**src/CorePkg.sv**
```systemverilog
//--------------------
// Shared types for the integer pipeline core
// Word and register types, instruction field layouts, opcode and
// function encodings, and the operations the execute stage performs
//--------------------

package CorePkg;

    typedef logic [31:0] WordT;
    typedef logic [4:0]  RegAddrT;

    // R-type field layout
    typedef struct packed {
        logic [5:0] opcode;
        RegAddrT    rs;
        RegAddrT    rt;
        RegAddrT    rd;
        logic [4:0] shamt;
        logic [5:0] func;
    } RFormT;

    // I-type field layout
    typedef struct packed {
        logic [5:0]  opcode;
        RegAddrT     rs;
        RegAddrT     rt;
        logic [15:0] imm;
    } IFormT;

    typedef enum logic [5:0] {
        OpSpecial = 6'h00,
        OpAddiu   = 6'h09,
        OpOri     = 6'h0D,
        OpLui     = 6'h0F
    } OpcodeE;

    typedef enum logic [5:0] {
        FnSll  = 6'h00,
        FnSrl  = 6'h02,
        FnAddu = 6'h21,
        FnSubu = 6'h23,
        FnAnd  = 6'h24,
        FnOr   = 6'h25,
        FnXor  = 6'h26,
        FnNor  = 6'h27,
        FnSlt  = 6'h2A
    } FuncE;

    typedef enum logic [3:0] {
        AluNop, AluAdd, AluSub, AluAnd, AluOr, AluXor,
        AluNor, AluSlt, AluSll, AluSrl, AluLui
    } AluOpE;

    // SLL r0,r0,0, never writes
    localparam WordT NopInstr = 32'h0000_0000;

endpackage
```
**src/DecodeBus.sv**
```systemverilog
//--------------------
// Decoded operation passed from decode to execute
// One registered operation per cycle, no handshake
//--------------------

interface DecodeBus;

    // High when the operation writes a register
    logic               Valid;
    CorePkg::AluOpE     AluOp;
    CorePkg::WordT      OperandA;
    CorePkg::WordT      OperandB;
    logic [4:0]         Shamt;
    CorePkg::RegAddrT   Dest;

    modport Source (
        output Valid, AluOp, OperandA, OperandB, Shamt, Dest
    );

    modport Sink (
        input Valid, AluOp, OperandA, OperandB, Shamt, Dest
    );

endinterface

```
**src/PipeCore.sv**
```systemverilog
//--------------------
// Top level of the integer pipeline core
// Fetch, decode, execute and register file with plain ports for the
// instruction memory and the register check port
//--------------------

module PipeCore #(
    parameter int AddrWidth = 16
) (
    input  logic                 Clock,
    input  logic                 nReset,
    input  CorePkg::WordT        InstrMem,
    input  CorePkg::RegAddrT     RegAddr,
    output logic [AddrWidth-1:0] InstrAddr,
    output CorePkg::WordT        RegData
);

    CorePkg::WordT    instr;
    CorePkg::RegAddrT rsAddr;
    CorePkg::RegAddrT rtAddr;
    CorePkg::WordT    rsData;
    CorePkg::WordT    rtData;
    logic             exValid;
    CorePkg::RegAddrT exAddr;
    CorePkg::WordT    exResult;
    logic             wbValid;
    CorePkg::RegAddrT wbAddr;
    CorePkg::WordT    wbData;

    DecodeBus decodeBus ();

    InstrFetch #(
        .AddrWidth (AddrWidth)
    ) u_InstrFetch (
        .Clock     (Clock),
        .nReset    (nReset),
        .InstrMem  (InstrMem),
        .InstrAddr (InstrAddr),
        .Instr     (instr)
    );

    DecodeStage u_DecodeStage (
        .Clock    (Clock),
        .nReset   (nReset),
        .Instr    (instr),
        .RsData   (rsData),
        .RtData   (rtData),
        .ExValid  (exValid),
        .ExAddr   (exAddr),
        .ExResult (exResult),
        .WbValid  (wbValid),
        .WbAddr   (wbAddr),
        .WbData   (wbData),
        .RsAddr   (rsAddr),
        .RtAddr   (rtAddr),
        .Bus      (decodeBus.Source)
    );

    ExecuteStage u_ExecuteStage (
        .Clock    (Clock),
        .nReset   (nReset),
        .Bus      (decodeBus.Sink),
        .ExValid  (exValid),
        .ExAddr   (exAddr),
        .ExResult (exResult),
        .WbValid  (wbValid),
        .WbAddr   (wbAddr),
        .WbData   (wbData)
    );

    RegisterFile u_RegisterFile (
        .Clock   (Clock),
        .nReset  (nReset),
        .WbValid (wbValid),
        .WbAddr  (wbAddr),
        .WbData  (wbData),
        .RsAddr  (rsAddr),
        .RtAddr  (rtAddr),
        .RegAddr (RegAddr),
        .RsData  (rsData),
        .RtData  (rtData),
        .RegData (RegData)
    );

endmodule

```
**src/RegisterFile.sv**
```systemverilog
//--------------------
// Architectural register file
// One write port from writeback, two decode read ports with
// write-through, and a plain read port for checking
//--------------------

module RegisterFile (
    input  logic              Clock,
    input  logic              nReset,
    input  logic              WbValid,
    input  CorePkg::RegAddrT  WbAddr,
    input  CorePkg::WordT     WbData,
    input  CorePkg::RegAddrT  RsAddr,
    input  CorePkg::RegAddrT  RtAddr,
    input  CorePkg::RegAddrT  RegAddr,
    output CorePkg::WordT     RsData,
    output CorePkg::WordT     RtData,
    output CorePkg::WordT     RegData
);

    CorePkg::WordT regs [32];

    // Register 0 is never written
    always_ff @(posedge Clock, negedge nReset) begin
        if (!nReset) begin
            for (int i = 0; i < 32; i++) begin
                regs[i] <= '0;
            end
        end else if (WbValid && WbAddr != '0) begin
            regs[WbAddr] <= WbData;
        end
    end

    function automatic CorePkg::WordT readPort(input CorePkg::RegAddrT addr);
        if (addr == '0) begin
            return '0;
        end else if (WbValid && WbAddr == addr) begin
            return WbData;
        end
        return regs[addr];
    endfunction

    always_comb begin
        RsData = readPort(RsAddr);
        RtData = readPort(RtAddr);
    end

    assign RegData = regs[RegAddr];

endmodule

```
**src/ExecuteStage.sv**
```systemverilog
//--------------------
// Execute stage
// ALU and shifter for the decoded operation. The result goes back to
// decode at once for forwarding and is registered as the writeback
//--------------------

module ExecuteStage (
    input  logic              Clock,
    input  logic              nReset,
    DecodeBus.Sink            Bus,
    output logic              ExValid,
    output CorePkg::RegAddrT  ExAddr,
    output CorePkg::WordT     ExResult,
    output logic              WbValid,
    output CorePkg::RegAddrT  WbAddr,
    output CorePkg::WordT     WbData
);

    CorePkg::WordT opA;
    CorePkg::WordT opB;

    assign opA = Bus.OperandA;
    assign opB = Bus.OperandB;

    // ALU --------------

    always_comb begin
        case (Bus.AluOp)
            CorePkg::AluAdd: ExResult = opA + opB;
            CorePkg::AluSub: ExResult = opA - opB;
            CorePkg::AluAnd: ExResult = opA & opB;
            CorePkg::AluOr:  ExResult = opA | opB;
            CorePkg::AluXor: ExResult = opA ^ opB;
            CorePkg::AluNor: ExResult = ~(opA | opB);
            // Signed compare
            CorePkg::AluSlt: ExResult = {31'b0, $signed(opA) < $signed(opB)};
            // Shifts act on rt
            CorePkg::AluSll: ExResult = opB << Bus.Shamt;
            CorePkg::AluSrl: ExResult = opB >> Bus.Shamt;
            CorePkg::AluLui: ExResult = {opB[15:0], 16'h0000};
            default:         ExResult = '0;
        endcase
    end

    assign ExValid = Bus.Valid;
    assign ExAddr  = Bus.Dest;

    // Writeback register --------------

    always_ff @(posedge Clock, negedge nReset) begin
        if (!nReset) begin
            WbValid <= 1'b0;
            WbAddr  <= '0;
            WbData  <= '0;
        end else begin
            WbValid <= ExValid;
            WbAddr  <= ExAddr;
            WbData  <= ExResult;
        end
    end

endmodule

```
**src/DecodeStage.sv**
```systemverilog
//--------------------
// Decode stage
// Splits the instruction, selects the ALU operation and immediate,
// and forwards operands from execute and writeback before they reach
// the register file
//--------------------

module DecodeStage (
    input  logic              Clock,
    input  logic              nReset,
    input  CorePkg::WordT     Instr,
    input  CorePkg::WordT     RsData,
    input  CorePkg::WordT     RtData,
    input  logic              ExValid,
    input  CorePkg::RegAddrT  ExAddr,
    input  CorePkg::WordT     ExResult,
    input  logic              WbValid,
    input  CorePkg::RegAddrT  WbAddr,
    input  CorePkg::WordT     WbData,
    output CorePkg::RegAddrT  RsAddr,
    output CorePkg::RegAddrT  RtAddr,
    DecodeBus.Source          Bus
);

    CorePkg::RFormT   rForm;
    CorePkg::IFormT   iForm;
    CorePkg::AluOpE   aluOp;
    CorePkg::RegAddrT dest;
    CorePkg::WordT    imm;
    CorePkg::WordT    rsFwd;
    CorePkg::WordT    rtFwd;
    logic             useImm;
    logic             signExt;

    assign rForm  = Instr;
    assign iForm  = Instr;
    assign RsAddr = rForm.rs;
    assign RtAddr = rForm.rt;

    // Newest value wins
    function automatic CorePkg::WordT forwardOperand(input CorePkg::RegAddrT addr,
                                                     input CorePkg::WordT rfData);
        if (addr == '0) begin
            return '0;
        end else if (ExValid && ExAddr == addr) begin
            return ExResult;
        end else if (WbValid && WbAddr == addr) begin
            return WbData;
        end
        return rfData;
    endfunction

    always_comb begin
        aluOp   = CorePkg::AluNop;
        dest    = rForm.rd;
        useImm  = 1'b0;
        signExt = 1'b0;
        case (CorePkg::OpcodeE'(rForm.opcode))
            CorePkg::OpSpecial: begin
                case (CorePkg::FuncE'(rForm.func))
                    CorePkg::FnSll:  aluOp = CorePkg::AluSll;
                    CorePkg::FnSrl:  aluOp = CorePkg::AluSrl;
                    CorePkg::FnAddu: aluOp = CorePkg::AluAdd;
                    CorePkg::FnSubu: aluOp = CorePkg::AluSub;
                    CorePkg::FnAnd:  aluOp = CorePkg::AluAnd;
                    CorePkg::FnOr:   aluOp = CorePkg::AluOr;
                    CorePkg::FnXor:  aluOp = CorePkg::AluXor;
                    CorePkg::FnNor:  aluOp = CorePkg::AluNor;
                    CorePkg::FnSlt:  aluOp = CorePkg::AluSlt;
                    default:         aluOp = CorePkg::AluNop;
                endcase
            end
            CorePkg::OpAddiu: begin
                aluOp   = CorePkg::AluAdd;
                dest    = iForm.rt;
                useImm  = 1'b1;
                signExt = 1'b1;
            end
            CorePkg::OpOri: begin
                aluOp  = CorePkg::AluOr;
                dest   = iForm.rt;
                useImm = 1'b1;
            end
            CorePkg::OpLui: begin
                aluOp  = CorePkg::AluLui;
                dest   = iForm.rt;
                useImm = 1'b1;
            end
            default: aluOp = CorePkg::AluNop;
        endcase
    end

    assign imm = signExt ? {{16{iForm.imm[15]}}, iForm.imm} : {16'h0000, iForm.imm};

    always_comb begin
        rsFwd = forwardOperand(rForm.rs, RsData);
        rtFwd = forwardOperand(rForm.rt, RtData);
    end

    // Decode register
    always_ff @(posedge Clock, negedge nReset) begin
        if (!nReset) begin
            Bus.Valid    <= 1'b0;
            Bus.AluOp    <= CorePkg::AluNop;
            Bus.OperandA <= '0;
            Bus.OperandB <= '0;
            Bus.Shamt    <= '0;
            Bus.Dest     <= '0;
        end else begin
            Bus.Valid    <= (aluOp != CorePkg::AluNop) && (dest != '0);
            Bus.AluOp    <= aluOp;
            Bus.OperandA <= rsFwd;
            Bus.OperandB <= useImm ? imm : rtFwd;
            Bus.Shamt    <= rForm.shamt;
            Bus.Dest     <= dest;
        end
    end

endmodule

```
**src/InstrFetch.sv**
```systemverilog
//--------------------
// Fetch stage
// Program counter stepping by one word per cycle, and the fetch
// register that holds the instruction for decode
//--------------------

module InstrFetch #(
    parameter int AddrWidth = 16
) (
    input  logic                 Clock,
    input  logic                 nReset,
    input  CorePkg::WordT        InstrMem,
    output logic [AddrWidth-1:0] InstrAddr,
    output CorePkg::WordT        Instr
);

    logic [AddrWidth-1:0] pc;

    assign InstrAddr = pc;

    // No stalls, so the PC moves every cycle
    always_ff @(posedge Clock, negedge nReset) begin
        if (!nReset) begin
            pc <= '0;
        end else begin
            pc <= pc + AddrWidth'(4);
        end
    end

    // Fetch register
    always_ff @(posedge Clock, negedge nReset) begin
        if (!nReset) begin
            Instr <= CorePkg::NopInstr;
        end else begin
            Instr <= InstrMem;
        end
    end

endmodule

```
**config.mk**
```make
export PLATFORM = sky130hd
export DESIGN_NAME = PipeCore
export DESIGN_NICKNAME = d
export VERILOG_FILES = /design/src/CorePkg.sv /design/src/DecodeBus.sv /design/src/PipeCore.sv /design/src/RegisterFile.sv /design/src/ExecuteStage.sv /design/src/DecodeStage.sv /design/src/InstrFetch.sv
export SDC_FILE = /design/constraint.sdc
export NUM_CORES = 2
export LEC_CHECK = 0
export BUFFER_PORTS_ARGS = -buffer_cell sky130_fd_sc_hd__buf_4
export CORE_MARGIN = 2
export CORE_UTILIZATION = 50
export DETAILED_ROUTE_END_ITERATION = 6
export GPL_TIMING_DRIVEN = 1
export PLACE_DENSITY = 0.65
export SYNTH_ARGS = -nofsm -noshare
export SYNTH_HDL_FRONTEND = slang
export SYNTH_SLANG_ARGS = --single-unit
```
**constraint.sdc**
```tcl
create_clock -name Clock -period 6.8 [get_ports Clock]
set_input_delay 0.34 -clock Clock [delete_from_list [all_inputs] [get_ports Clock]]
set_output_delay 0.34 -clock Clock [all_outputs]
set_load 0.005 [all_outputs]
```
# Word level (Yosys, flattened, before mapping)

Index checks and enable logic that the tools add are counted.
W data, S select, Z words.

Add/subtract/negate cells: 3
Order comparisons: 6
Equality and inequality tests: 25
Shifts and indexed selects: 2
Multiplexer cells: 40
Bitwise logic cells: 8
Reductions and logical operators: 15

Operators by type and width:

| operator                | count |
|---|---|
| $bwmux W1024            | 1 |
| $mux W32                | 21 |
| $bmux W32 S5            | 3 |
| $pmux W32 S10           | 1 |
| $demux W32 S5           | 1 |
| $eq A6 B6 Y1 const B    | 7 |
| $pmux W4 S9             | 1 |
| $add A32 B32 Y32        | 1 |
| $and A32 B32 Y32        | 1 |
| $lt A32 B32 Y1          | 1 |
| $not A32 Y32            | 1 |
| $or A32 B32 Y32         | 1 |
| $shl A32 B5 Y32         | 1 |
| $shr A32 B5 Y32         | 1 |
| $sub A32 B32 Y32        | 1 |
| $xor A32 B32 Y32        | 1 |
| $ge A6 B6 Y1 const B    | 4 |
| $not A5 Y6              | 4 |
| $eq A5 B5 Y1            | 4 |
| $eq A6 B4 Y1 const B    | 3 |
| $add A16 B3 Y16 const B | 1 |
| $eq A4 B3 Y1 const B    | 4 |
| $pmux W4 S4             | 1 |
| $eq A4 B4 Y1 const B    | 3 |
| other kinds (12)        | 31 |

Register bits after elaboration: 1189
Output and inout port bits: 48
Word-level logic and storage cells: 142

# Logic depth before layout (Yosys ltp)

Depth after elaboration: 7
Mapped depth: 15
Depth with buffers taken out: 14

# Modules after synthesis

Synthesis repeated with hierarchy kept, for this count alone.

Cell total of the unflattened synthesis: 6058
Area total of the unflattened synthesis: 78180.0 um^2

By module, submodules not included:

| module       | times used | cells each | area each (um^2) | seq. area each (um^2) |
|---|---|---|---|---|
| RegisterFile | 1          | 4208       | 62785.2          | 25624.6 |
| ExecuteStage | 1          | 1316       | 9630.5           | 950.9 |
| DecodeStage  | 1          | 449        | 4347.9           | 1976.9 |
| InstrFetch   | 1          | 85         | 1416.4           | 1151.1 |

# Worst setup path before layout

OpenSTA, ideal clock, no wires.

Path kind: register to register
Start: register u_DecodeStage.Bus.OperandB[4]
End: register u_DecodeStage.Bus.OperandB[22]
Setup time: 142 ps
Arrival: 2987 ps
Required time: 6658 ps
Path slack: 3670 ps
Cell stages (with the launch flop): 15
Cell sequence: dfrtp_1 clkbuf_1 inv_1 ha_1 clkbuf_1 nor2_1 a221oi_1 a21oi_1 a211o_1 a211o_1 nand2_1 o211ai_1 a221o_1 o21ai_0 o211ai_1

Longest elaborated chain between the ends: 6
Elaborated cells between the ends (all ways): 9

RTL lines:

| element                                        | line               | RTL |
|---|---|---|
| from (decl)                                    | DecodeBus.sv:17    | `output Valid, AluOp, OperandA, OperandB, Shamt, Dest` |
| from (signal assigned)                         | DecodeStage.sv:113 | `Bus.OperandB <= useImm ? imm : rtFwd;` |
| $sub A32 B32 Y32, or another cell as far along | ExecuteStage.sv:30 | `CorePkg::AluSub: ExResult = opA - opB;` |
| $pmux W32 S10 *                                | ExecuteStage.sv:28 | `case (Bus.AluOp)` |
| net exResult[22]                               | PipeCore.sv:25     | `CorePkg::WordT exResult;` |
| $mux W32 *                                     | DecodeStage.sv:45  | `end else if (ExValid && ExAddr == addr) begin` |
| $mux W32 *                                     | DecodeStage.sv:43  | `if (addr == '0) begin` |
| $mux W32 *                                     | DecodeStage.sv:50  | `return rfData;` |
| $mux W32 *                                     | DecodeStage.sv:113 |  |

Mark *: on every way through the listed nets, which the timed path passes. The rest lies on a longest branch.
A chain may end at the register's enable or synchronous reset.

# Worst setup path in the final report

Start: register u_InstrFetch.Instr[17]
End: register u_DecodeStage.Bus.OperandB[19]

Longest elaborated chain between the ends: 7
Elaborated cells between the ends (all ways): 19

RTL lines:

| element                                                          | line                                                      | RTL |
|---|---|---|
| from (decl)                                                      | InstrFetch.sv:14                                          | `output CorePkg::WordT Instr` |
| from (signal assigned)                                           | InstrFetch.sv:33                                          | `Instr <= CorePkg::NopInstr;` |
| from (signal assigned)                                           | InstrFetch.sv:35                                          | `Instr <= InstrMem;` |
| $not A5 Y6 (not written as such) or $eq A5 B5 Y1 (tied branches) | RegisterFile.sv:40, RegisterFile.sv:37, DecodeStage.sv:47 |  |
| $bmux W32 S5 or $logic_and A1 B1 Y1 (tied branches)              | RegisterFile.sv:40, RegisterFile.sv:37, DecodeStage.sv:47 |  |
| $mux W32 (not written as such) or $mux W1 (tied branches)        | RegisterFile.sv:40, RegisterFile.sv:37, DecodeStage.sv:47 |  |
| $mux W32 (not written as such), or another cell as far along     | RegisterFile.sv:40                                        | `return regs[addr];` |
| $mux W32 or $mux W1 (tied branches)                              | RegisterFile.sv:40, DecodeStage.sv:43                     |  |
| $mux W32 *                                                       | DecodeStage.sv:50                                         |  |
| $mux W32 *                                                       | DecodeStage.sv:113                                        |  |

Mark *: on every way between the ends. The rest lies on a longest branch, timed or not. The select of a mux whose other input is x is not followed.

==> impl_metrics.json <==
{
  "cap_violations": 0,
  "static-leakage-power_nw": 36.84,
  "start_kind": "flip-flop",
  "clock-skew-final_ns": 0.03475,
  "fp.dieH_um": 396.8,
  "synth_ff_type": "dfrtp_1",
  "post-route-min-period_ns": 4.836,
  "ff2ff_setup_slack_ns": 1.96,
  "max_clock_freq_ghz": 0.2068,
  "nNetsFinal": 5576,
  "die_w_um": 396.8,
  "cp-end-kind": "flip-flop",
  "grt_usage": 0.3413,
  "core_region_area_um2": 153700,
  "syn_avg_cell_area_um2": 13.57,
  "status": "finished, violations left",
  "dieArea_um2": 157400,
  "cp_max_fo": 40,
  "io_pins": 87,
  "synthTopCellsByArea": "dfrtp_1, mux4_2, mux2_2",
  "antenna_found_initial": 9,
  "critical_path.max_stage_delay_ns": 0.95,
  "gp_congestion": 1.028,
  "firstDrtPassIters": 7,
  "route.detailed.drc": 3,
  "htree_levels": 4,
  "reg2regPathDepth": 8,
  "drt_wl_total_um": 266800,
  "drv_slew": 0,
  "crit_type": "reg -> reg",
  "whs_ns": 0.1458,
  "ant_nets": 0,
  "grt_overflow_total": 0,
  "path_delay_family": "multiplexers",
  "async_flop_share": 1.000,
  "io_buffer_count": 84,
  "critPathSlowestCell": "dfrtp_4",
  "drtIter0Drc": 6998,
  "critPathBufInv": 2,
  "place_ws_ns": 2.155,
  "synth_cell_types": 85,
  "ys_ff_latch": 1187,
  "hold_viol_final": 0,
  "hpwl_um": 160000,
  "worst_slew_pin_slew_ns": 1.368,
  "power_per_cell_area_nw_per_um2": 201.8,
  "syn-instance-count": 5685,
  "grt_pass1_wl_um": 392300,
  "drive_gt1_frac": 0.4461,
  "finalSetupViolCount": 0,
  "arrival_ns": 5.50,
  "regArea_um2": 29750,
  "synth_enable_flop_cells": 0,
  "synthToLayoutAreaGrowth_pct": 9.302,
  "fill_cells": 12510,
  "cts_buffer_depth": 3,
  "cts_tree": "built",
  "worstPathRequired_ns": 7.46,
  "clkLatencyLatePin_ns": 0.80,
  "clk_pin_slew_worst_paths_ns": 0.07,
  "multi_input_area_um2": 44790,
  "yosysSeqAreaShare": 0.3851,
  "grt_max_degree": 172,
  "worst-path-stages": 8,
  "violations": "DRC",
  "vias": 54930,
  "yosysTopAreaCellShare": 0.3851,
  "synth_largest_area_cell": "dfrtp_1",
  "period_share": 0.7112,
  "maxSlewHeadroom": 0.08576,
  "cts_setup_buffers": 0,
  "peakVddDrop_uv": 206.2,
  "drt-wirelength-per-cell_um": 35.14,
  "cts_buffers": 138,
  "clock_sinks": 1187,
  "yosys_warnings": 0,
  "crit_chain": "buf_4 > buf_4 > mux4_2 > mux4_2 > mux2i_1 > o21ai_0 > a31oi_1 > nand2_1",
  "rows": 144,
  "synthTopCellsByCount": "dfrtp_1, mux2_2, mux4_2, clkbuf_1, nor2_1",
  "hold_class": "in -> async",
  "grt_setup_unrepaired": "false",
  "grt_pass1_vias": 54880,
  "setup_ws_ns": 1.964,
  "start_util": 0.5019,
  "via_per_inst": 7.235,
  "root_buffer": "clkbuf_16",
  "synth_area_um2": 77130,
  "fin_setup_tns_ns": 0,
  "synth_most_common_cell": "dfrtp_1"
}
power breakdown:
group | total (mW) | switching, mW | internal [mW]
registers | 7.55 | 0.350 | 7.20
clock network | 7.72 | 3.19 | 4.53
logic | 1.74 | 1.03 | 0.713
total | 17.0 | 4.57 | 12.4
worst paths after layout:
check / from / to
max: u_InstrFetch.Instr[17]$_DFF_PN0_ / u_DecodeStage.Bus.OperandB[19]$_DFF_PN0_
min: nReset / u_RegisterFile.regs[173]$_DFFE_PN0P_
max reg2reg: u_InstrFetch.Instr[17]$_DFF_PN0_ / u_DecodeStage.Bus.OperandB[19]$_DFF_PN0_
min reg2reg: u_RegisterFile.regs[1013]$_DFFE_PN0P_ / u_RegisterFile.regs[1013]$_DFFE_PN0P_
max in group asynchronous: nReset / u_RegisterFile.regs[614]$_DFFE_PN0P_
min in group Clock: InstrMem[14] / u_InstrFetch.Instr[14]$_DFF_PN0_
layout make-up:
| class | count | share of cell area |
|---|---|---|
| multi-input cells | 3758 | 0.5312 |
| well taps | 2044 | 0.03034 |
| repair buffers | 233 | 0.02477 |
| clock inverters | 42 | 0.006812 |
| inverters | 120 | 0.005343 |
| flip-flops and latches | 1187 | 0.3529 |
| clock buffers | 206 | 0.04856 |
| diodes | 2 | 0.00005937 |
per-layer routing:
metal | routed length (µm) | vias to the layer above | GRT usage | share of wire
met5 | 61 | - | 0 | 0.00023
met4 | 12440 | 12 | 0.1435 | 0.047
met3 | 29570 | 706 | 0.09189 | 0.11
met2 | 120500 | 3367 | 0.5095 | 0.45
met1 | 104200 | 29070 | 0.4736 | 0.39
li1 | - | 21770 | - | -
sequential cells by signal (all words and copies together), names as in the netlist:
name	count
u_DecodeStage.Bus.Valid	1
u_InstrFetch.InstrAddr	14
u_DecodeStage.Bus.OperandB	32
u_DecodeStage.Bus.Shamt	5
u_ExecuteStage.WbValid	1
u_DecodeStage.Bus.AluOp	4
u_ExecuteStage.WbData	32
u_DecodeStage.Bus.OperandA	32
u_InstrFetch.Instr	32
u_RegisterFile.regs	1024
u_DecodeStage.Bus.Dest	5
u_ExecuteStage.WbAddr	5
metrics by stage:
stage,instances,power [mW],utilization,area (µm²)
final,7592,17.01,0.5485,84300
after global routing,7590,17.51,0.5485,84300
after CTS,7590,17.06,0.5485,84300
after detailed placement,7309,9.367,0.5160,79300
after global placement,7309,9.350,0.5160,79300
after floorplan,5686,8.647,-,77130
kinds of logic after synthesis:
kind of cell    share of synthesized area
mux                                0.4490
flops                              0.3851
compound gates                    0.06486
buf+inv                           0.03871
simple gates                      0.04179
fa+ha+maj                         0.01625
xor+xnor                         0.004202
other cells                    0.00004862
placed cells by master (no fill, tap or decap), types with 62 or more instances in the layout:
cell,netlist,final
a21oi_1,173,173
a221oi_1,62,62
buf_4,20,178
clkbuf_16,0,142
dfrtp_1,1187,1173
ha_1,97,97
inv_1,120,119
mux2_2,1056,1056
mux2i_1,178,178
mux4_2,923,923
nand2_1,224,209
nor2_1,244,224
o21ai_0,176,176
repair_timing:
| item | in CTS | in global routing |
|---|---|---|
| hold buffers | 33 | 0 |
| endpoints found under the hold margin | 145 | 0 |
| gates resized for setup | 0 | 0 |
worst reg2reg max path, cell delays in order, from the launching register on:
cell	delay, ns
dfrtp_4	0.95
buf_4	0.77
buf_4	0.73
mux4_2	0.44
mux4_2	0.51
mux2i_1	0.70
o21ai_0	0.17
a31oi_1	0.32
nand2_1	0.10
Note: power is estimated with default switching activity, not from simulation.
